--- config.mk ---
export PLATFORM = sky130hd
export DESIGN_NAME = flash_bus_dispatch
export DESIGN_NICKNAME = d
export VERILOG_FILES = /design/src/dispatch_pkg.sv /design/src/cmd_dispatcher.sv /design/src/flash_bus_dispatch.sv /design/src/rslt_collector.sv /design/src/tag_rnw_table.sv
export SDC_FILE = /design/constraint.sdc
export NUM_CORES = 1
export LEC_CHECK = 0
export ABC_CLOCK_PERIOD_IN_PS = 13410
export BUFFER_PORTS_ARGS = -buffer_cell sky130_fd_sc_hd__buf_4
export CAP_MARGIN = 20
export CORE_AREA = 4 4 310 312
export CTS_BUF_LIST = sky130_fd_sc_hd__clkbuf_16
export CTS_CLUSTER_DIAMETER = 120
export DETAILED_ROUTE_END_ITERATION = 8
export DIE_AREA = 0 0 314 316
export PLACE_DENSITY = 0.54
export SLEW_MARGIN = 15
export SYNTH_ARGS = -nofsm -noshare
export SYNTH_HDL_FRONTEND = slang
export SYNTH_SLANG_ARGS = --single-unit
export TNS_END_PERCENT = 1
--- constraint.sdc ---
create_clock -name i_clk -period 13.41 [get_ports i_clk]
set_input_delay 1.341 -clock i_clk [delete_from_list [all_inputs] [get_ports i_clk]]
set_output_delay 1.341 -clock i_clk [all_outputs]
set_load 0.03 [all_outputs]
--- src/dispatch_pkg.sv ---
// Fixed widths for four buses of four chips; only read, program and erase opcodes are decoded
package dispatch_pkg;

    localparam int NUM_BUSES         = 4;
    localparam int CHIPS_PER_BUS     = 4;
    localparam int NUM_CHIPS         = NUM_BUSES * CHIPS_PER_BUS;
    localparam int MAX_RD_FIFO_WORDS = 1024;

    // Bus read buffer delay from address to data
    localparam int RD_BUF_LATENCY = 2;

    localparam int TAG_W      = 8;
    localparam int SIZE_W     = 10;
    localparam int OP_W       = 8;
    localparam int ADDR_W     = 46;
    localparam int ERR_W      = 8;
    localparam int CMD_W      = TAG_W + SIZE_W + OP_W + ADDR_W;
    localparam int RSLT_W     = TAG_W + SIZE_W + ERR_W;
    localparam int DATA_W     = 128;
    localparam int BUF_ADDR_W = 10;
    localparam int FIFO_CNT_W = 11;

    // Command word is {tag, size, opcode, bus address}
    localparam int CMD_TAG_LSB  = CMD_W - TAG_W;
    localparam int CMD_SIZE_LSB = CMD_TAG_LSB - SIZE_W;
    localparam int CMD_OP_LSB   = CMD_SIZE_LSB - OP_W;

    // Bus number on top, then two spare bits, then the chip number
    localparam int BUS_NUM_W    = $clog2(NUM_BUSES);
    localparam int CHIP_NUM_W   = $clog2(CHIPS_PER_BUS);
    localparam int BUS_NUM_LSB  = ADDR_W - BUS_NUM_W;
    localparam int CHIP_NUM_LSB = BUS_NUM_LSB - 2 - CHIP_NUM_W;

    // Result word is {tag, size, error}
    localparam int RSLT_TAG_LSB  = RSLT_W - TAG_W;
    localparam int RSLT_SIZE_LSB = ERR_W;

    typedef logic [CMD_W-1:0]      cmd_word_t;
    typedef logic [ADDR_W-1:0]     bus_addr_t;
    typedef logic [TAG_W-1:0]      tag_t;
    typedef logic [SIZE_W-1:0]     size_t;
    typedef logic [OP_W-1:0]       opcode_t;
    typedef logic [RSLT_W-1:0]     rslt_word_t;
    typedef logic [DATA_W-1:0]     data_word_t;
    typedef logic [BUF_ADDR_W-1:0] buf_addr_t;
    typedef logic [FIFO_CNT_W-1:0] fifo_count_t;
    typedef logic [NUM_BUSES-1:0]  bus_mask_t;
    typedef logic [NUM_CHIPS-1:0]  chip_mask_t;

    localparam opcode_t HOP_READ    = 8'h01;
    localparam opcode_t HOP_PROGRAM = 8'h02;
    localparam opcode_t HOP_ERASE   = 8'h03;

    typedef enum logic [2:0] {
        IDLE,
        WAIT_CHIP,
        WAIT_WR_BUF,
        WAIT_RD_BUF,
        FILL_WAIT,
        FILL,
        SEND_REQ
    } cmd_state_e;

    typedef enum logic [2:0] {
        POLL,
        CHECK,
        DRAIN_WAIT,
        DRAIN_LEAD,
        DRAIN,
        SEND_RSLT
    } rslt_state_e;

endpackage

--- src/cmd_dispatcher.sv ---
// Command FIFO data is taken on the read edge; write FIFO data is valid the cycle after its read
`timescale 1ns/1ns

module cmd_dispatcher (
    input  logic                     i_clk,
    input  logic                     i_rst,
    input  dispatch_pkg::cmd_word_t  i_cmd_fifo_data,
    input  logic                     i_cmd_fifo_empty,
    output logic                     o_cmd_fifo_re,
    input  dispatch_pkg::data_word_t i_wr_fifo_data,
    input  dispatch_pkg::fifo_count_t i_wr_fifo_count,
    output logic                     o_wr_fifo_re,
    input  dispatch_pkg::bus_mask_t  i_bus_cmd_ack,
    input  dispatch_pkg::chip_mask_t i_bus_chip_active,
    input  dispatch_pkg::bus_mask_t  i_bus_wr_buffer_rsvd,
    input  dispatch_pkg::bus_mask_t  i_bus_rd_buffer_rsvd,
    output dispatch_pkg::bus_mask_t  o_bus_cmd_req,
    output dispatch_pkg::cmd_word_t  o_bus_cmd_data,
    output dispatch_pkg::buf_addr_t  o_bus_wr_buffer_addr,
    output dispatch_pkg::data_word_t o_bus_wr_buffer_data,
    output dispatch_pkg::bus_mask_t  o_bus_wr_buffer_we,
    output logic                     o_tag_we,
    output dispatch_pkg::tag_t       o_tag,
    output logic                     o_tag_is_read
);
    import dispatch_pkg::*;

    cmd_state_e  state_q, state_d;
    cmd_word_t   cmd_q;
    bus_mask_t   req_q, req_d;
    buf_addr_t   wr_addr_q, wr_addr_d;
    fifo_count_t fill_cnt_q, fill_cnt_d;
    logic        wr_re_q, wr_re_d;
    logic        tag_we_q;

    size_t                 size;
    opcode_t               opcode;
    bus_addr_t             bus_addr;
    logic [BUS_NUM_W-1:0]  bus_num;
    logic [CHIP_NUM_W-1:0] chip_num;
    bus_mask_t             bus_mask;
    chip_mask_t            chip_mask;
    logic                  is_read;
    logic                  is_program;

    // Fields of the latched command
    assign size     = cmd_q[CMD_SIZE_LSB +: SIZE_W];
    assign opcode   = cmd_q[CMD_OP_LSB +: OP_W];
    assign bus_addr = cmd_q[ADDR_W-1:0];
    assign bus_num  = bus_addr[BUS_NUM_LSB +: BUS_NUM_W];
    assign chip_num = bus_addr[CHIP_NUM_LSB +: CHIP_NUM_W];

    assign bus_mask   = bus_mask_t'(1) << bus_num;
    assign chip_mask  = chip_mask_t'(1) << (bus_num * CHIPS_PER_BUS + chip_num);
    assign is_read    = (opcode == HOP_READ);
    assign is_program = (opcode == HOP_PROGRAM);

    always_ff @(posedge i_clk or posedge i_rst) begin
        if (i_rst) begin
            state_q    <= IDLE;
            req_q      <= '0;
            wr_addr_q  <= '0;
            fill_cnt_q <= '0;
            wr_re_q    <= 1'b0;
            tag_we_q   <= 1'b0;
        end else begin
            state_q    <= state_d;
            req_q      <= req_d;
            wr_addr_q  <= wr_addr_d;
            fill_cnt_q <= fill_cnt_d;
            wr_re_q    <= wr_re_d;
            // Tag table write on entry to SEND_REQ
            tag_we_q   <= (state_d == SEND_REQ) && (state_q != SEND_REQ);
        end
    end

    // Command held steady from FIFO read until the next one
    always_ff @(posedge i_clk) begin
        if (state_q == IDLE && !i_cmd_fifo_empty) begin
            cmd_q <= i_cmd_fifo_data;
        end
    end

    always_comb begin
        state_d            = state_q;
        req_d              = req_q;
        wr_addr_d          = wr_addr_q;
        fill_cnt_d         = fill_cnt_q;
        wr_re_d            = 1'b0;
        o_bus_wr_buffer_we = '0;

        unique case (state_q)
            IDLE: begin
                if (!i_cmd_fifo_empty) begin
                    state_d = WAIT_CHIP;
                end
            end

            WAIT_CHIP: begin
                if ((i_bus_chip_active & chip_mask) == '0) begin
                    if (is_program) begin
                        state_d = WAIT_WR_BUF;
                    end else if (is_read) begin
                        state_d = WAIT_RD_BUF;
                    end else begin
                        state_d = SEND_REQ;
                    end
                end
            end

            WAIT_WR_BUF: begin
                // Size counts 256-bit units, two words each
                fill_cnt_d = {size, 1'b0};
                wr_addr_d  = '0;
                if (!i_bus_wr_buffer_rsvd[bus_num]) begin
                    state_d = FILL_WAIT;
                end
            end

            WAIT_RD_BUF: begin
                if (!i_bus_rd_buffer_rsvd[bus_num]) begin
                    state_d = SEND_REQ;
                end
            end

            FILL_WAIT: begin
                if (i_wr_fifo_count >= fill_cnt_q) begin
                    wr_re_d = 1'b1;
                    state_d = FILL;
                end
            end

            FILL: begin
                // Strobe cycle, then the data cycle
                if (!wr_re_q) begin
                    o_bus_wr_buffer_we = bus_mask;
                    wr_addr_d          = wr_addr_q + 1'b1;
                    fill_cnt_d         = fill_cnt_q - 1'b1;
                    if (fill_cnt_q == fifo_count_t'(1)) begin
                        req_d   = bus_mask;
                        state_d = SEND_REQ;
                    end else begin
                        wr_re_d = 1'b1;
                    end
                end
            end

            SEND_REQ: begin
                req_d = bus_mask;
                if (|i_bus_cmd_ack) begin
                    req_d   = '0;
                    state_d = IDLE;
                end
            end

            default: state_d = IDLE;
        endcase
    end

    // Read strobe in the same cycle as the command latch
    assign o_cmd_fifo_re        = (state_q == IDLE) && !i_cmd_fifo_empty;
    assign o_wr_fifo_re         = wr_re_q;
    assign o_bus_cmd_req        = req_q;
    assign o_bus_cmd_data       = cmd_q;
    assign o_bus_wr_buffer_addr = wr_addr_q;
    assign o_bus_wr_buffer_data = i_wr_fifo_data;
    assign o_tag_we             = tag_we_q;
    assign o_tag                = cmd_q[CMD_TAG_LSB +: TAG_W];
    assign o_tag_is_read        = is_read;

endmodule

--- src/flash_bus_dispatch.sv ---
// Host FIFOs are standard FIFOs; bus buffers are shared by address and selected by write enable
`timescale 1ns/1ns

module flash_bus_dispatch (
    input  logic                      i_clk,
    input  logic                      i_rst,

    // Command FIFO
    input  dispatch_pkg::cmd_word_t   i_cmd_fifo_data,
    output logic                      o_cmd_fifo_re,
    input  logic                      i_cmd_fifo_empty,

    // Write FIFO
    input  dispatch_pkg::data_word_t  i_wr_fifo_data,
    output logic                      o_wr_fifo_re,
    input  dispatch_pkg::fifo_count_t i_wr_fifo_count,

    // Read FIFO
    output dispatch_pkg::data_word_t  o_rd_fifo_data,
    output logic                      o_rd_fifo_we,
    input  dispatch_pkg::fifo_count_t i_rd_fifo_count,

    // Result FIFO
    output dispatch_pkg::rslt_word_t  o_rslt_fifo_data,
    output logic                      o_rslt_fifo_we,
    input  logic                      i_rslt_fifo_full,

    // Flash buses
    output dispatch_pkg::bus_mask_t   o_bus_cmd_req,
    input  dispatch_pkg::bus_mask_t   i_bus_cmd_ack,
    output dispatch_pkg::cmd_word_t   o_bus_cmd_data,
    input  dispatch_pkg::bus_mask_t   i_bus_rsp_req,
    output dispatch_pkg::bus_mask_t   o_bus_rsp_ack,
    output dispatch_pkg::bus_mask_t   o_bus_rsp_listening,
    input  dispatch_pkg::rslt_word_t  i_bus_rsp_data,
    input  dispatch_pkg::chip_mask_t  i_bus_chip_active,
    input  dispatch_pkg::bus_mask_t   i_bus_wr_buffer_rsvd,
    input  dispatch_pkg::bus_mask_t   i_bus_rd_buffer_rsvd,

    // Bus buffers
    output dispatch_pkg::buf_addr_t   o_bus_wr_buffer_addr,
    output dispatch_pkg::data_word_t  o_bus_wr_buffer_data,
    output dispatch_pkg::bus_mask_t   o_bus_wr_buffer_we,
    output dispatch_pkg::buf_addr_t   o_bus_rd_buffer_addr,
    input  dispatch_pkg::data_word_t  i_bus_rd_buffer_data
);
    import dispatch_pkg::*;

    // Tag table links
    logic tag_we;
    tag_t tag_wr;
    logic tag_wr_is_read;
    tag_t tag_rd;
    logic tag_rd_is_read;

    cmd_dispatcher cmd_i (
        .i_clk                (i_clk),
        .i_rst                (i_rst),
        .i_cmd_fifo_data      (i_cmd_fifo_data),
        .i_cmd_fifo_empty     (i_cmd_fifo_empty),
        .o_cmd_fifo_re        (o_cmd_fifo_re),
        .i_wr_fifo_data       (i_wr_fifo_data),
        .i_wr_fifo_count      (i_wr_fifo_count),
        .o_wr_fifo_re         (o_wr_fifo_re),
        .i_bus_cmd_ack        (i_bus_cmd_ack),
        .i_bus_chip_active    (i_bus_chip_active),
        .i_bus_wr_buffer_rsvd (i_bus_wr_buffer_rsvd),
        .i_bus_rd_buffer_rsvd (i_bus_rd_buffer_rsvd),
        .o_bus_cmd_req        (o_bus_cmd_req),
        .o_bus_cmd_data       (o_bus_cmd_data),
        .o_bus_wr_buffer_addr (o_bus_wr_buffer_addr),
        .o_bus_wr_buffer_data (o_bus_wr_buffer_data),
        .o_bus_wr_buffer_we   (o_bus_wr_buffer_we),
        .o_tag_we             (tag_we),
        .o_tag                (tag_wr),
        .o_tag_is_read        (tag_wr_is_read)
    );

    tag_rnw_table tag_i (
        .i_clk        (i_clk),
        .i_rst        (i_rst),
        .i_we         (tag_we),
        .i_wr_tag     (tag_wr),
        .i_is_read    (tag_wr_is_read),
        .i_rd_tag     (tag_rd),
        .o_rd_is_read (tag_rd_is_read)
    );

    rslt_collector rslt_i (
        .i_clk                (i_clk),
        .i_rst                (i_rst),
        .i_bus_rsp_req        (i_bus_rsp_req),
        .i_bus_rsp_data       (i_bus_rsp_data),
        .i_rd_fifo_count      (i_rd_fifo_count),
        .i_rslt_fifo_full     (i_rslt_fifo_full),
        .i_bus_rd_buffer_data (i_bus_rd_buffer_data),
        .i_tag_is_read        (tag_rd_is_read),
        .o_bus_rsp_ack        (o_bus_rsp_ack),
        .o_bus_rsp_listening  (o_bus_rsp_listening),
        .o_bus_rd_buffer_addr (o_bus_rd_buffer_addr),
        .o_rd_fifo_data       (o_rd_fifo_data),
        .o_rd_fifo_we         (o_rd_fifo_we),
        .o_rslt_fifo_data     (o_rslt_fifo_data),
        .o_rslt_fifo_we       (o_rslt_fifo_we),
        .o_tag                (tag_rd)
    );

endmodule

--- src/rslt_collector.sv ---
// Read buffer must return data two cycles after the address; one response is handled at a time
`timescale 1ns/1ns

module rslt_collector (
    input  logic                      i_clk,
    input  logic                      i_rst,
    input  dispatch_pkg::bus_mask_t   i_bus_rsp_req,
    input  dispatch_pkg::rslt_word_t  i_bus_rsp_data,
    input  dispatch_pkg::fifo_count_t i_rd_fifo_count,
    input  logic                      i_rslt_fifo_full,
    input  dispatch_pkg::data_word_t  i_bus_rd_buffer_data,
    input  logic                      i_tag_is_read,
    output dispatch_pkg::bus_mask_t   o_bus_rsp_ack,
    output dispatch_pkg::bus_mask_t   o_bus_rsp_listening,
    output dispatch_pkg::buf_addr_t   o_bus_rd_buffer_addr,
    output dispatch_pkg::data_word_t  o_rd_fifo_data,
    output logic                      o_rd_fifo_we,
    output dispatch_pkg::rslt_word_t  o_rslt_fifo_data,
    output logic                      o_rslt_fifo_we,
    output dispatch_pkg::tag_t        o_tag
);
    import dispatch_pkg::*;

    rslt_state_e state_q, state_d;
    bus_mask_t   poll_q, poll_d;
    bus_mask_t   ack_q, ack_d;
    buf_addr_t   rd_addr_q, rd_addr_d;
    fifo_count_t drain_cnt_q, drain_cnt_d;
    logic        rd_we_q, rd_we_d;
    logic        rslt_we_q, rslt_we_d;
    rslt_word_t  rslt_q;
    data_word_t  rd_data_q;

    logic        hit;
    size_t       size;
    fifo_count_t drain_words;
    fifo_count_t rd_room;

    assign hit         = |(i_bus_rsp_req & poll_q);
    assign size        = rslt_q[RSLT_SIZE_LSB +: SIZE_W];
    assign drain_words = {size, 1'b0};
    assign rd_room     = fifo_count_t'(MAX_RD_FIFO_WORDS) - i_rd_fifo_count;

    always_ff @(posedge i_clk or posedge i_rst) begin
        if (i_rst) begin
            state_q     <= POLL;
            poll_q      <= bus_mask_t'(1);
            ack_q       <= '0;
            rd_addr_q   <= '0;
            drain_cnt_q <= '0;
            rd_we_q     <= 1'b0;
            rslt_we_q   <= 1'b0;
        end else begin
            state_q     <= state_d;
            poll_q      <= poll_d;
            ack_q       <= ack_d;
            rd_addr_q   <= rd_addr_d;
            drain_cnt_q <= drain_cnt_d;
            rd_we_q     <= rd_we_d;
            rslt_we_q   <= rslt_we_d;
        end
    end

    // Response word and read data
    always_ff @(posedge i_clk) begin
        if (state_q == POLL && hit) begin
            rslt_q <= i_bus_rsp_data;
        end
        rd_data_q <= i_bus_rd_buffer_data;
    end

    always_comb begin
        state_d     = state_q;
        poll_d      = poll_q;
        ack_d       = '0;
        rd_addr_d   = rd_addr_q;
        drain_cnt_d = drain_cnt_q;
        rd_we_d     = 1'b0;
        rslt_we_d   = 1'b0;

        unique case (state_q)
            POLL: begin
                if (hit) begin
                    ack_d   = poll_q;
                    state_d = CHECK;
                end else begin
                    poll_d = {poll_q[NUM_BUSES-2:0], poll_q[NUM_BUSES-1]};
                end
            end

            CHECK: begin
                state_d = i_tag_is_read ? DRAIN_WAIT : SEND_RSLT;
            end

            DRAIN_WAIT: begin
                rd_addr_d   = '0;
                drain_cnt_d = drain_words;
                // Whole transfer must fit before streaming starts
                if (drain_words <= rd_room) begin
                    state_d = DRAIN_LEAD;
                end
            end

            DRAIN_LEAD: begin
                // Prime the buffer pipeline
                rd_addr_d = rd_addr_q + 1'b1;
                if (rd_addr_q == buf_addr_t'(RD_BUF_LATENCY - 1)) begin
                    state_d = DRAIN;
                end
            end

            DRAIN: begin
                rd_addr_d   = rd_addr_q + 1'b1;
                rd_we_d     = 1'b1;
                drain_cnt_d = drain_cnt_q - 1'b1;
                if (drain_cnt_q == fifo_count_t'(1)) begin
                    state_d = SEND_RSLT;
                end
            end

            SEND_RSLT: begin
                if (!i_rslt_fifo_full) begin
                    rslt_we_d = 1'b1;
                    poll_d    = {poll_q[NUM_BUSES-2:0], poll_q[NUM_BUSES-1]};
                    state_d   = POLL;
                end
            end

            default: state_d = POLL;
        endcase
    end

    assign o_bus_rsp_ack        = ack_q;
    assign o_bus_rsp_listening  = poll_q;
    assign o_bus_rd_buffer_addr = rd_addr_q;
    assign o_rd_fifo_data       = rd_data_q;
    assign o_rd_fifo_we         = rd_we_q;
    assign o_rslt_fifo_data     = rslt_q;
    assign o_rslt_fifo_we       = rslt_we_q;
    assign o_tag                = rslt_q[RSLT_TAG_LSB +: TAG_W];

endmodule

--- src/tag_rnw_table.sv ---
// One flag per tag; a tag reused before its response returns overwrites the old flag
`timescale 1ns/1ns

module tag_rnw_table (
    input  logic               i_clk,
    input  logic               i_rst,
    input  logic               i_we,
    input  dispatch_pkg::tag_t i_wr_tag,
    input  logic               i_is_read,
    input  dispatch_pkg::tag_t i_rd_tag,
    output logic               o_rd_is_read
);
    import dispatch_pkg::*;

    // Set for tags whose response carries read data
    logic [2**$bits(tag_t)-1:0] rnw_q;

    always_ff @(posedge i_clk or posedge i_rst) begin
        if (i_rst) begin
            rnw_q <= '0;
        end else if (i_we) begin
            rnw_q[i_wr_tag] <= i_is_read;
        end
    end

    assign o_rd_is_read = rnw_q[i_rd_tag];

endmodule

# [Word-level counts from Yosys, hierarchy flattened]
# Cells that the tools add are included.
[classes] add_sub_neg=6 multipliers=0 n_div=0 order_cmp=6 eq_ne=26 shift=2 mux=51 bitwise=2 n_reduce_logical=20
[ops] cell="bitwise mux 256 bit" count=1
[ops] cell="2-to-1 mux 3 bit" count=16
[ops] cell="case mux 11 bit (2 select lines)" count=2
[ops] cell="case mux 10 bit (2 select lines)" count=2
[ops] cell="2-to-1 mux 4 bit" count=9
[ops] cell="left shift 1 x 32 -> 16 bit (first input constant)" count=1
[ops] cell="== test 11 x 1 -> 1 bit (second input constant)" count=2
[ops] cell="subtractor 11 x 1 -> 11 bit (second input constant)" count=2
[ops] cell="case mux 3 bit (7 select lines)" count=1
[ops] cell="adder 10 x 1 -> 10 bit (second input constant)" count=2
[ops] cell="== test 3 bit (second input constant)" count=6
[ops] cell="< comparator 8 x 9 -> 1 bit (second input constant)" count=2
[ops] cell="case mux 3 bit (6 select lines)" count=1
[ops] cell="bitwise AND 16 bit" count=1
[ops] cell="zero test 16 bit" count=1
[ops] cell="case mux 4 bit (2 select lines)" count=2
[ops] cell="== test 3 x 2 -> 1 bit (second input constant)" count=4
[ops] cell=">= comparator 11 bit" count=1
[ops] cell="less-or-equal comparator 11 bit" count=1
[ops] cell="2-to-1 mux 11 bit" count=1
[ops] cell="subtractor 11 bit (first input constant)" count=1
[ops] cell="== test 10 x 1 -> 1 bit (second input constant)" count=1
[ops] cell="2-to-1 mux 1 bit" count=10
[ops] cell="2-to-1 mux 10 bit" count=1
[ops] cell="24 further kinds" count=42
[word_totals] ff_bits=546 latch_bits=0 mem_bits_rw=0 mem_bits_ro=0 input_bits=412 out_inout_bits=394 elab_cells=130 n_memories=0

# [Longest topological paths before layout]
# Gate-level depths: netlist (run 1).
[depth] word_depth=8 mapped_depth=13

# [By module]
# Synthesis (run 1) repeated with hierarchy kept, for this count alone.
[unflattened] cells_unflattened=1992 hier_area_um2=24185.7
[modules_own_cells] module="tag_rnw_table" n_inst=1 cells_per_inst=1119 area_per_inst_um2=13195.2
[modules_own_cells] module="rslt_collector" n_inst=1 cells_per_inst=404 area_per_inst_um2=5612.9
[modules_own_cells] module="cmd_dispatcher" n_inst=1 cells_per_inst=469 area_per_inst_um2=5377.7

# [Worst setup path after synthesis (run 1)]
# No wires, ideal clock.
[synth_timing] path_type="in2out" start="input i_cmd_fifo_empty" end="output o_cmd_fifo_re" arrival_time_ps=9028 required_ps=12069 path_slack_ps=3041 stages=1 path_buffers=0 cell_sequence="nor4_1"
[synth_via] elab_chain_len=2
[synth_lines] item="from (decl)" line="flash_bus_dispatch.sv:11" text="input logic i_cmd_fifo_empty,"
[synth_lines] item="zero test 1 bit" line="cmd_dispatcher.sv:161" text="assign o_cmd_fifo_re = (state_q == IDLE) && !i_cmd_fifo_empty;"
[synth_lines] item="logical AND 1 bit" line="cmd_dispatcher.sv:161"
[synth_lines] item="to (decl)" line="flash_bus_dispatch.sv:10" text="output logic o_cmd_fifo_re,"
# No other way between the ends.

# [Worst setup path in the final report (run 1)]
[layout_timing] start="register rslt_i.rslt_q[18], in the netlist rslt_i.o_rslt_fifo_data[18]" end="register rslt_i.state_q[1]"
[layout_via] elab_chain_len=4
[layout_lines] item="from (decl)" line="rslt_collector.sv:31" text="rslt_word_t rslt_q;"
[layout_lines] item="from (signal assigned)" line="rslt_collector.sv:67" text="rslt_q <= i_bus_rsp_data;"
[layout_lines] item="binary-select mux 1 bit (select 8 bit)" line="tag_rnw_table.sv:26" text="assign o_rd_is_read = rnw_q[i_rd_tag];"
[layout_lines] item="2-to-1 mux 1 bit (not written as such)" line="tag_rnw_table.sv:26"
[layout_lines] item="2-to-1 mux 3 bit" line="rslt_collector.sv:92" text="state_d = i_tag_is_read ? DRAIN_WAIT : SEND_RSLT;"
[layout_lines] item="case mux 3 bit (6 select lines)" line="rslt_collector.sv:81" text="unique case (state_q)"
[layout_lines] item="to (signal assigned)" line="rslt_collector.sv:54" text="state_q <= state_d;"
[layout_lines] item="to (decl)" line="rslt_collector.sv:24" text="rslt_state_e state_q, state_d;"
# No other way between the ends. The select of a mux whose other input is x is not followed.
# A chain may end at the register's enable or synchronous reset.

==> results of run 1 <==
worst max-delay path by stage:
stage                                startpoint           endpoint  slack (ns)  depth (start not counted)
CTS                 rslt_i.o_rslt_fifo_data[18]  rslt_i.state_q[1]        9.62                         10
finish              rslt_i.o_rslt_fifo_data[18]  rslt_i.state_q[1]        9.68                         10
global placement             i_rd_fifo_count[2]  rslt_i.state_q[2]        9.30                         12
detailed placement           i_rd_fifo_count[2]  rslt_i.state_q[2]        9.26                         12
floorplan                      i_cmd_fifo_empty      o_cmd_fifo_re        3.04                          1
global route        rslt_i.o_rslt_fifo_data[18]  rslt_i.state_q[1]        9.38                         10
through the flow:
| step | instance area [µm²] | total power, µW | setup slack [ns] |
|---|---|---|---|
| after floorplan | 23500 | 2500 | 3.04 |
| after global placement | 27800 | 2750 | 9.30 |
| after detailed placement | 27800 | 2760 | 9.26 |
| after CTS | 30100 | 4590 | 9.62 |
| after global routing | 30100 | 4750 | 9.38 |
| final | 30100 | 4520 | 9.68 |
layer usage:
metal | share of wire [%] | wire length (µm) | vias to the layer above
met3 | 6.9 | 5170 | 133
met5 | 0 | 0 | -
met2 | 51 | 38100 | 570
met1 | 39 | 29400 | 8340
met4 | 3.4 | 2550 | 0
li1 | - | - | 8002
synth_stat cells (all sizes together), types with 4 or more instances:
master	count	share of area, %
a211oi	7	0.22
a21oi	29	0.63
a22oi	11	0.35
a31oi	7	0.19
and2	25	0.67
and3	8	0.21
buf	150	4.7
clkbuf	118	1.9
dfrtp	319	34
dfxtp	128	11
edfxtp	98	13
ha	29	1.5
inv	29	0.46
mux2	77	3.7
mux2i	18	0.77
mux4	61	5.8
nand2	197	3.1
nand2b	19	0.51
nand3	26	0.55
nand3b	4	0.13
nand4	15	0.40
nor2	86	1.4
nor2b	20	0.53
nor3	19	0.43
nor4	10	0.27
o211ai	10	0.34
o21a	5	0.16
o21ai	247	5.3
o22ai	7	0.19
o311ai	4	0.15
o31ai	166	5.3
or3	8	0.21
xor2	15	0.56
cell type report:
cell class                      instances  area share [%]
Antenna cell                            2          0.0166
Clock buffer                           70            5.81
Clock inverter                         56            1.52
Inverter                               29           0.386
Multi-Input combinational cell       1177            27.7
Sequential cell                       546            44.8
Tap cell                             1254            5.21
Timing Repair Buffer                  577            14.6
flip-flops by register name, summed over array words and instances (netlist names):
register	cells
cmd_i.o_wr_fifo_re	1
cmd_i.o_bus_cmd_data	72
rslt_i.state_q	3
cmd_i.o_bus_wr_buffer_addr	10
rslt_i.o_bus_rsp_listening	4
rslt_i.drain_cnt_q	11
rslt_i.o_bus_rsp_ack	4
cmd_i.state_q	3
cmd_i.o_tag_we	1
rslt_i.o_rd_fifo_we	1
cmd_i.o_bus_cmd_req	4
rslt_i.o_rd_fifo_data	128
rslt_i.o_bus_rd_buffer_addr	10
tag_i.rnw_q	256
rslt_i.o_rslt_fifo_we	1
rslt_i.o_rslt_fifo_data	26
cmd_i.fill_cnt_q	11
tightest hold or removal path, cell delays in order, from the launching register on:
cell     delay [ns]
dfrtp_1        0.34
nand2_1        0.04
o21ai_0        0.06
kinds of logic after synthesis:
kind of cell / after synthesis / share of synthesized area (%)
AOI/OAI and AO/OA: 522 / 13.9
xor gates and xnor gates: 18 / 0.671
adders and majority gates: 29 / 1.54
buffers and inverters: 297 / 7.09
DFF: 546 / 57.5
muxes: 156 / 10.3
and+or+nand+nor: 452 / 8.92
report_power, final:
group	internal, µW	switching (µW)
Combinational	288	510
Clock	1020	776
Sequential	1810	111
Total	3120	1400
==> qor.yml, run 1 <==
startpoint_type: "flop"
path_cells: "buf_4 > buf_4 > mux4_2 > a22oi_1 > a21oi_1 > o211ai_1 > o211ai_1 > a21oi_2 > o21ai_1 > a211o_1"
r2r_cells: 10
critical_path.endpoint_type: "flop"
fillers: 9451
final_hold_viol_count: 0
drv_slew: 0
status: "complete, no violations"
gp_congestion: 0.811
hold_end: "tag_i.rnw_q[65]"
synthArstFlopShare_pct: 58.6
die_area_mm2: 0.0992
post_cts_resized: 0
synth_cell_types: 69
ys.flop_type: "dfrtp_1"
holdBufCountCts: 0
tightest_slew_ns: 1.10
syn_nets: 2461
wl_um: 75300
arrival_ns: 4.24
grt_util_met1_pct: 17.1
first_pass_iters: 4
route.vias.total: 17000
die_h_um: 316
crit_slowest_cell: "buf_4"
clk_path_buf_depth: 3
fin_skew_ns: 0.0440
cts_tree: "yes"
reg2reg_from: "rslt_i.o_rslt_fifo_data[18]"
hpwlAfterDp_um: 54100
drc: 0
grt_pass1_vias: 17200
top_usage_layer: "met2"
final_layout_size_suffix_gt1_share_pct: 33.2
grt_pass1_wl_um: 112000
hp-class: "reg -> reg"
port_buffers: 549
setup_violations: 0
syn2layout_area_growth_pct: 28.3
syn_area_mm2: 0.0235
stdcell_count: 3711
crit_family: "compound AO/OA/AOI/OAI gates"
grt_use_total_pct: 14.8
seq_area_frac_synth_pct: 57.5
critPathKind: "reg -> reg"
rrSetupSlack_ns: 9.68
cts_setup_buffers: 0
fin_tns_setup_ns: 0
final_common_cell: "buf_4"
layout_min_cycle_time_ns: 3.73
fin_crit_sh_pct: 27.8
utilization_pct: 32.4
multi_input_area_mm2: 0.00833
relSlewSlack_pct: 25.8
ys_seq_elements: 546
synth_edf_count: 98
seq_area_mm2: 0.0135
hold_start: "tag_i.rnw_q[65]"
syn_area_per_cell_um2: 11.6
yosys_warnings: 0
rsz0062_at_grt: "false"
cp_slowest_stage_delay_ns: 0.70
rows: 112
crit_fanout: 41
die-width_um: 314
cts.sinks: 546
cts_root_buffer: "clkbuf_16"
crit_required_ns: 13.92
power.leakage_uw: 0.0130
hold_depth: 2
clk_latency_ns: 0.65
r2r_end: "rslt_i.state_q[1]"
gr-usage-met3_pct: 4.66
dp.cells: 3579
worst_hold_slack_ns: 0.477
syn_inst: 2020
htreeDepth: 3
clkTransAtPathRegs_ns: 0.06
drt_iter0_markers: 1171
start_util_pct: 25.2
viasPerCell: 4.59
fmax_mhz: 268
drv_cap: 0
critPathBufInv: 2
core_mm2: 0.0930
wl_per_cell_um: 20.3
cts_buffers: 69
use_met2_pct: 25.7
top_level_ports: 806
antenna_found_initial: 2
antenna_left: 0
grt_max_degree: 194
layout_common_cells: "buf_4 (572), dfrtp_1 (319), o21ai_0 (229)"
power_per_cell_area_mw_per_mm2: 150
ir_drop_v: 0.000134
overflow: 0
final_nets: 2841
Note: power is estimated with default switching activity, not from simulation.
==> run 2, diff against run 1 <==
--- a/config.mk
+++ b/config.mk
@@ -5,7 +5,7 @@
 export SDC_FILE = /design/constraint.sdc
 export NUM_CORES = 1
 export LEC_CHECK = 0
-export ABC_CLOCK_PERIOD_IN_PS = 13410
+export ABC_CLOCK_PERIOD_IN_PS = 3100
 export BUFFER_PORTS_ARGS = -buffer_cell sky130_fd_sc_hd__buf_4
 export CAP_MARGIN = 20
 export CORE_AREA = 4 4 310 312
@@ -13,7 +13,7 @@
 export CTS_CLUSTER_DIAMETER = 120
 export DETAILED_ROUTE_END_ITERATION = 8
 export DIE_AREA = 0 0 314 316
-export PLACE_DENSITY = 0.54
+export PLACE_DENSITY = 0.55
 export SLEW_MARGIN = 15
 export SYNTH_ARGS = -nofsm -noshare
 export SYNTH_HDL_FRONTEND = slang
==> constraint.sdc (replaced) <==
create_clock -name i_clk -period 3.1 [get_ports i_clk]
set_input_delay 0.31 -clock i_clk [delete_from_list [all_inputs] [get_ports i_clk]]
set_output_delay 0.31 -clock i_clk [all_outputs]
set_load 0.03 [all_outputs]
==> run 2 against run 1 <==
Setup slack worse by 9.5 ns. Register-to-register slack worse by 9.5 ns. Largest cell class unchanged. Maximum frequency up 28%. Design area up 9.0%. Clock power rose to 4.5 times the previous value. Global-route usage up 0.88 points. Cell count up 7.1%. Worst hold slack worse by 0.25 ns. Clock skew down 0.013 ns. Via count up 5.9%. Count of clock-buffer cells in the layout up 6. Critical path depth unchanged.
==> qor.yml, run 2 (synthesis results as in run 1) <==
drt_iter0_markers: 1194
reg2reg_from: "rslt_i.o_rslt_fifo_data[18]"
rows: 112
wl_um: 79400
wl_per_cell_um: 20.0
tightest_slew_ns: 1.07
layout_common_cells: "buf_4 (601), dfrtp_1 (319), o21ai_0 (229)"
cts_setup_buffers: 0
largest_reg_flops: 256
startpoint: "rslt_i.o_rslt_fifo_data[18]"
rsz0062_at_grt: "false"
critPathKind: "reg -> reg"
final_common_cell: "buf_4"
power.leakage_uw: 0.0142
fin_skew_ns: 0.0306
startpoint_type: "flop"
clk_path_buf_depth: 3
viasPerCell: 4.54
cp_slowest_stage_delay_ns: 0.53
fillers: 9290
syn2layout_area_growth_pct: 39.8
utilization_pct: 35.3
path_cells: "buf_12 > buf_12 > mux4_2 > a22oi_1 > a21oi_1 > o211ai_1 > o211ai_1 > a21oi_2 > o21ai_1 > a211o_1"
setup_violations: 0
fin_tns_setup_ns: 0
crit_slowest_cell: "mux4_2"
port_buffers: 549
dpl_worst_slack_ns: 0.0787
cts_tree: "yes"
core_mm2: 0.0930
diodes: 0
cts.sinks: 546
drc: 0
htreeDepth: 3
clk_latency_ns: 0.63
relSlewSlack_pct: 28.7
dp.cells: 3620
die_h_um: 316
critPathBufInv: 2
critical_path.endpoint_type: "flop"
status: "complete, no violations"
route.vias.total: 18100
cts_buffers: 69
power_uw: 20200
finalWorstSetupSlack_ns: 0.175
drv_cap: 0
die-width_um: 314
largest_register: "tag_i.rnw_q"
crit_family: "compound AO/OA/AOI/OAI gates"
post_cts_resized: 0
antenna_left: 0
grt_use_total_pct: 15.7
grt_pass1_wl_um: 119000
hpwlAfterDp_um: 56300
final_hold_viol_count: 0
crit_required_ns: 3.60
highest_layer: "met5"
final_nets: 3106
start_util_pct: 25.2
met2_length_um: 40100
final_layout_size_suffix_gt1_share_pct: 31.7
wl_met3_um: 6030
crit_fanout: 14
overflow: 0
layout_min_cycle_time_ns: 2.92
first_pass_iters: 5
fin_crit_sh_pct: 94.4
gp_congestion: 0.820
hp-class: "in -> async"
grt_pass1_vias: 18900
die_area_mm2: 0.0992
arrival_ns: 3.42
power_per_cell_area_mw_per_mm2: 614
grt_max_degree: 194
clkTransAtPathRegs_ns: 0.06
stdcell_count: 3973
antenna_found_initial: 2
wl_met1_um: 30400
drv_slew: 0
fmax_mhz: 342
cts_root_buffer: "clkbuf_16"
top_level_ports: 806
ir_drop_v: 0.000522
-- run 2: timing repair --
item                                    4_1_cts  5_1_grt
endpoints found under the hold margin       273        0
endpoints found under the setup margin        0        0
hold buffers                                228        0
-- run 2: final timing paths --
kind,end,slack [ns],cells after the start
max,rslt_i.state_q[1],0.18,10
min,tag_i.rnw_q[83],0.23,3
max reg2reg,rslt_i.state_q[1],0.18,10
min reg2reg,cmd_i.o_bus_cmd_req[0],0.48,2
max in group asynchronous,rslt_i.o_bus_rsp_listening[0],2.08,4
min in group i_clk,cmd_i.o_bus_cmd_data[44],0.26,3
-- run 2: area by class of cell --
class / count / area [µm²] / share of cell area, %
clock buffer: 76 / 1900 / 5.79
clock inverter: 49 / 362 / 1.10
inverter: 29 / 113 / 0.343
timing repair buffer: 842 / 7050 / 21.5
sequential: 546 / 13500 / 41.1
tap: 1254 / 1570 / 4.78
multi-input combinational: 1177 / 8340 / 25.4
-- run 2: power by group --
group	internal (µW)	switching (µW)	leakage, µW
combinational	1490	2310	0.00663
sequential	7850	471	0.00638
clock	4760	3280	0.00118
-- run 2: layer usage --
layer | vias up | global-route usage [%]
met1 | 8737 | 17.9
met2 | 631 | 27.2
met3 | 149 | 5.08
met4 | 4 | 6.01
li1 | 8531 | -
met5 | - | 0
-- run 2: per-stage QoR --
stage                     hold slack, ns  area, µm²
after floorplan                    0.338      23500
after global placement             0.315      28300
after detailed placement           0.311      28300
after CTS                          0.192      32900
after global routing               0.228      32900
final                              0.231      32900
-- run 2: worst min-delay path, stage by stage --
cell	delay, ns
dlygate4sd3_1	0.55
buf_4	0.14
clkinvlp_4	0.24
==> run 3, diff against run 2 <==
--- a/config.mk
+++ b/config.mk
@@ -5,14 +5,15 @@
 export SDC_FILE = /design/constraint.sdc
 export NUM_CORES = 1
 export LEC_CHECK = 0
+export ABC_AREA = 1
 export ABC_CLOCK_PERIOD_IN_PS = 3100
 export BUFFER_PORTS_ARGS = -buffer_cell sky130_fd_sc_hd__buf_4
 export CAP_MARGIN = 20
-export CORE_AREA = 4 4 310 312
+export CORE_AREA = 4 4 311 313
 export CTS_BUF_LIST = sky130_fd_sc_hd__clkbuf_16
 export CTS_CLUSTER_DIAMETER = 120
 export DETAILED_ROUTE_END_ITERATION = 8
-export DIE_AREA = 0 0 314 316
+export DIE_AREA = 0 0 315 317
 export PLACE_DENSITY = 0.55
 export SLEW_MARGIN = 15
 export SYNTH_ARGS = -nofsm -noshare
==> run 3 against run 2 <==
Via count increased by 16%. Worst hold slack worse by 0.045 ns. Core utilization down 0.32 points. Critical path type unchanged. Critical endpoint is now rslt_i.state_q[0]. Largest cell class unchanged. Largest power group unchanged.
==> qor.yml, run 3 <==
start_util_pct: 25.1
yosys.area_share.adder_pct: 1.54
viasPerCell: 4.48
cts_tree: "yes"
synthSimpleGateAreaFrac_pct: 23.1
tightest_slew_ns: 0.978
wl_per_cell_um: 18.2
synth.most_common_cell: "nor2_1"
largest_reg_flops: 256
relSlewSlack_pct: 34.6
power_per_cell_area_mw_per_mm2: 672
syn_inst: 2696
largest_register: "tag_i.rnw_q"
holdBufCountCts: 228
yosysTopAreaCellShare_pct: 33.8
synthArstFlopShare_pct: 58.6
cp_slowest_stage_delay_ns: 0.60
syn_nets: 3137
utilization_pct: 35.0
htreeDepth: 3
antenna_left: 0
grt_pass1_vias: 20900
yosys_warnings: 0
drv_slew: 0
rsz0062_at_grt: "false"
worst_hold_slack_ns: 0.186
ys.flop_type: "dfrtp_1"
synth_compound_area_share_pct: 9.09
synth_top_area_cell: "dfrtp_1"
crit_family: "simple AND/OR/NAND/NOR gates"
cts_buffers: 68
post_cts_resized: 0
die-width_um: 315
rows: 113
layout_min_cycle_time_ns: 2.58
port_buffers: 549
synth_edf_count: 98
synth_cell_types: 54
fmax_mhz: 388
cts.sinks: 546
drv_cap: 0
gp_congestion: 0.816
status: "complete, no violations"
top_level_ports: 806
hpwlAfterDp_um: 57600
hp-class: "in -> reg"
final_nets: 3784
power.leakage_uw: 0.0147
crit_slowest_cell: "edfxtp_1"
final_common_cell: "buf_4"
critPathBufInv: 2
fin_tns_setup_ns: 0
path_cells: "inv_4 > buf_12 > nand2_1 > nand3_1 > nand3_1 > nand3_1 > nand3_1 > nand2_1 > nand2_1 > nand3_1 > nand3_1 > nand3_1 > nand2_1 > nand2_1 > nand2_1"
grt_use_total_pct: 16.3
synth_area_leaders: "dfrtp_1 (34%), edfxtp_1 (12%), dfxtp_1 (11%)"
cpMostUsedCell: "nand3_1"
core_mm2: 0.0943
drt_iter0_markers: 1390
ys_seq_elements: 546
drc: 0
die_h_um: 317
crit_fanout: 48
fin_skew_ns: 0.0250
final_layout_size_suffix_gt1_share_pct: 21.2
synth.top_cells.by_count: "nor2_1 (558), nand2_1 (396), dfrtp_1 (319)"
cts_setup_buffers: 0
clkTransAtPathRegs_ns: 0.06
power_uw: 22200
final_hold_viol_count: 0
synth-xor-area-share_pct: 0.297
crit_required_ns: 3.60
syn_area_per_cell_um2: 8.76
critPathKind: "reg -> reg"
first_pass_iters: 5
arrival_ns: 3.07
route.vias.total: 20900
overflow: 0
grt_max_degree: 77
wl_um: 84700
fin_crit_sh_pct: 83.1
syn_area_mm2: 0.0236
cts_root_buffer: "clkbuf_16"
startpoint_type: "flop"
syn2layout_area_growth_pct: 39.6
layout_common_cells: "buf_4 (585), nor2_1 (557), nand2_1 (396)"
synth_top_family_by_area: "simple AND/OR/NAND/NOR gates"
fillers: 9550
die_area_mm2: 0.0999
seq_area_frac_synth_pct: 57.2
critical_path.endpoint_type: "flop"
setup_violations: 0
clk_latency_ns: 0.62
grt_pass1_wl_um: 127000
antenna_found_initial: 2
ir_drop_v: 0.000482
synth_mux_area_share_pct: 0
clk_path_buf_depth: 3
## run 3: cell count changes after synthesis, sizes merged, moves of 20 or more
cell    change
nand2     +199
inv       +119
nand3     +268
o21ai     -196
o31ai     -164
mux4       -61
clkbuf     -73
and2       -23
buf        +57
nor2      +476
mux2       -77
nor2b      -20
a21oi     +259
## run 3: worst reg2reg max path: stages (launching register included)
cell	delay, ns
edfxtp_1	0.60
inv_4	0.28
buf_12	0.29
nand2_1	0.11
nand3_1	0.08
nand3_1	0.10
nand3_1	0.17
nand3_1	0.17
nand2_1	0.11
nand2_1	0.05
nand3_1	0.08
nand3_1	0.14
nand3_1	0.14
nand2_1	0.06
nand2_1	0.05
nand2_1	0.05
## run 3: final timing paths
kind                                             endpoint  cells after the start                   startpoint  slack [ns]
setup / recovery                        rslt_i.state_q[0]                     15  rslt_i.o_rslt_fifo_data[18]        0.52
hold / removal                     cmd_i.o_bus_cmd_req[0]                      5             i_bus_cmd_ack[2]        0.19
setup reg to reg                        rslt_i.state_q[0]                     15  rslt_i.o_rslt_fifo_data[18]        0.52
hold reg to reg                          tag_i.rnw_q[251]                      2             tag_i.rnw_q[251]        0.49
max in group asynchronous  rslt_i.o_bus_rd_buffer_addr[5]                      4                        i_rst        1.80
min in group asynchronous   cmd_i.o_bus_wr_buffer_addr[7]                      3                        i_rst        0.44
## run 3: layout make-up
type	count	area [µm²]	share of cell area (%)
clock buffer	73	1830	5.54
multi-input combinational	1749	8070	24.4
sequential	546	13500	41.0
timing repair buffer	829	6990	21.2
inverter	149	573	1.74
antenna	3	7.51	0.0228
tap	1265	1580	4.80
clock inverter	51	430	1.30
## run 3: cells by family (layout without fill, tap and decap cells)
family / Yosys count / after routing
buffers and inverters: 401 / 1102
adder cells (fa/ha/maj): 29 / 29
flip-flops: 546 / 546
XOR/XNOR: 8 / 8
other: 0 / 3
AO/OA/AOI/OAI: 399 / 399
AND/OR/NAND/NOR: 1313 / 1313
## run 3: report_power, final
group	switching, µW	internal, µW
registers	666	8250
logic	3320	1930
clock network	3290	4710
total	7280	14900
## run 3: metrics by stage
stage | instance area, µm² | instances | setup slack [ns]
2_1_floorplan | 23600 | 2696 | -1.48
3_3_place_gp | 28400 | 4310 | 0.0348
3_5_place_dp | 28400 | 4310 | 0.0341
4_1_cts | 33000 | 4662 | 0.521
5_1_grt | 33000 | 4664 | 0.291
6_report | 33000 | 4665 | 0.523
## run 3: metal layers
metal / part of all wire, % / vias to the layer above / global-route usage (%)
met3: 8.8 / 223 / 4.78
met1: 41 / 9799 / 20.4
met2: 46 / 770 / 26.0
met4: 4.3 / 0 / 7.73
li1: - / 10100 / -
met5: 0 / - / 0
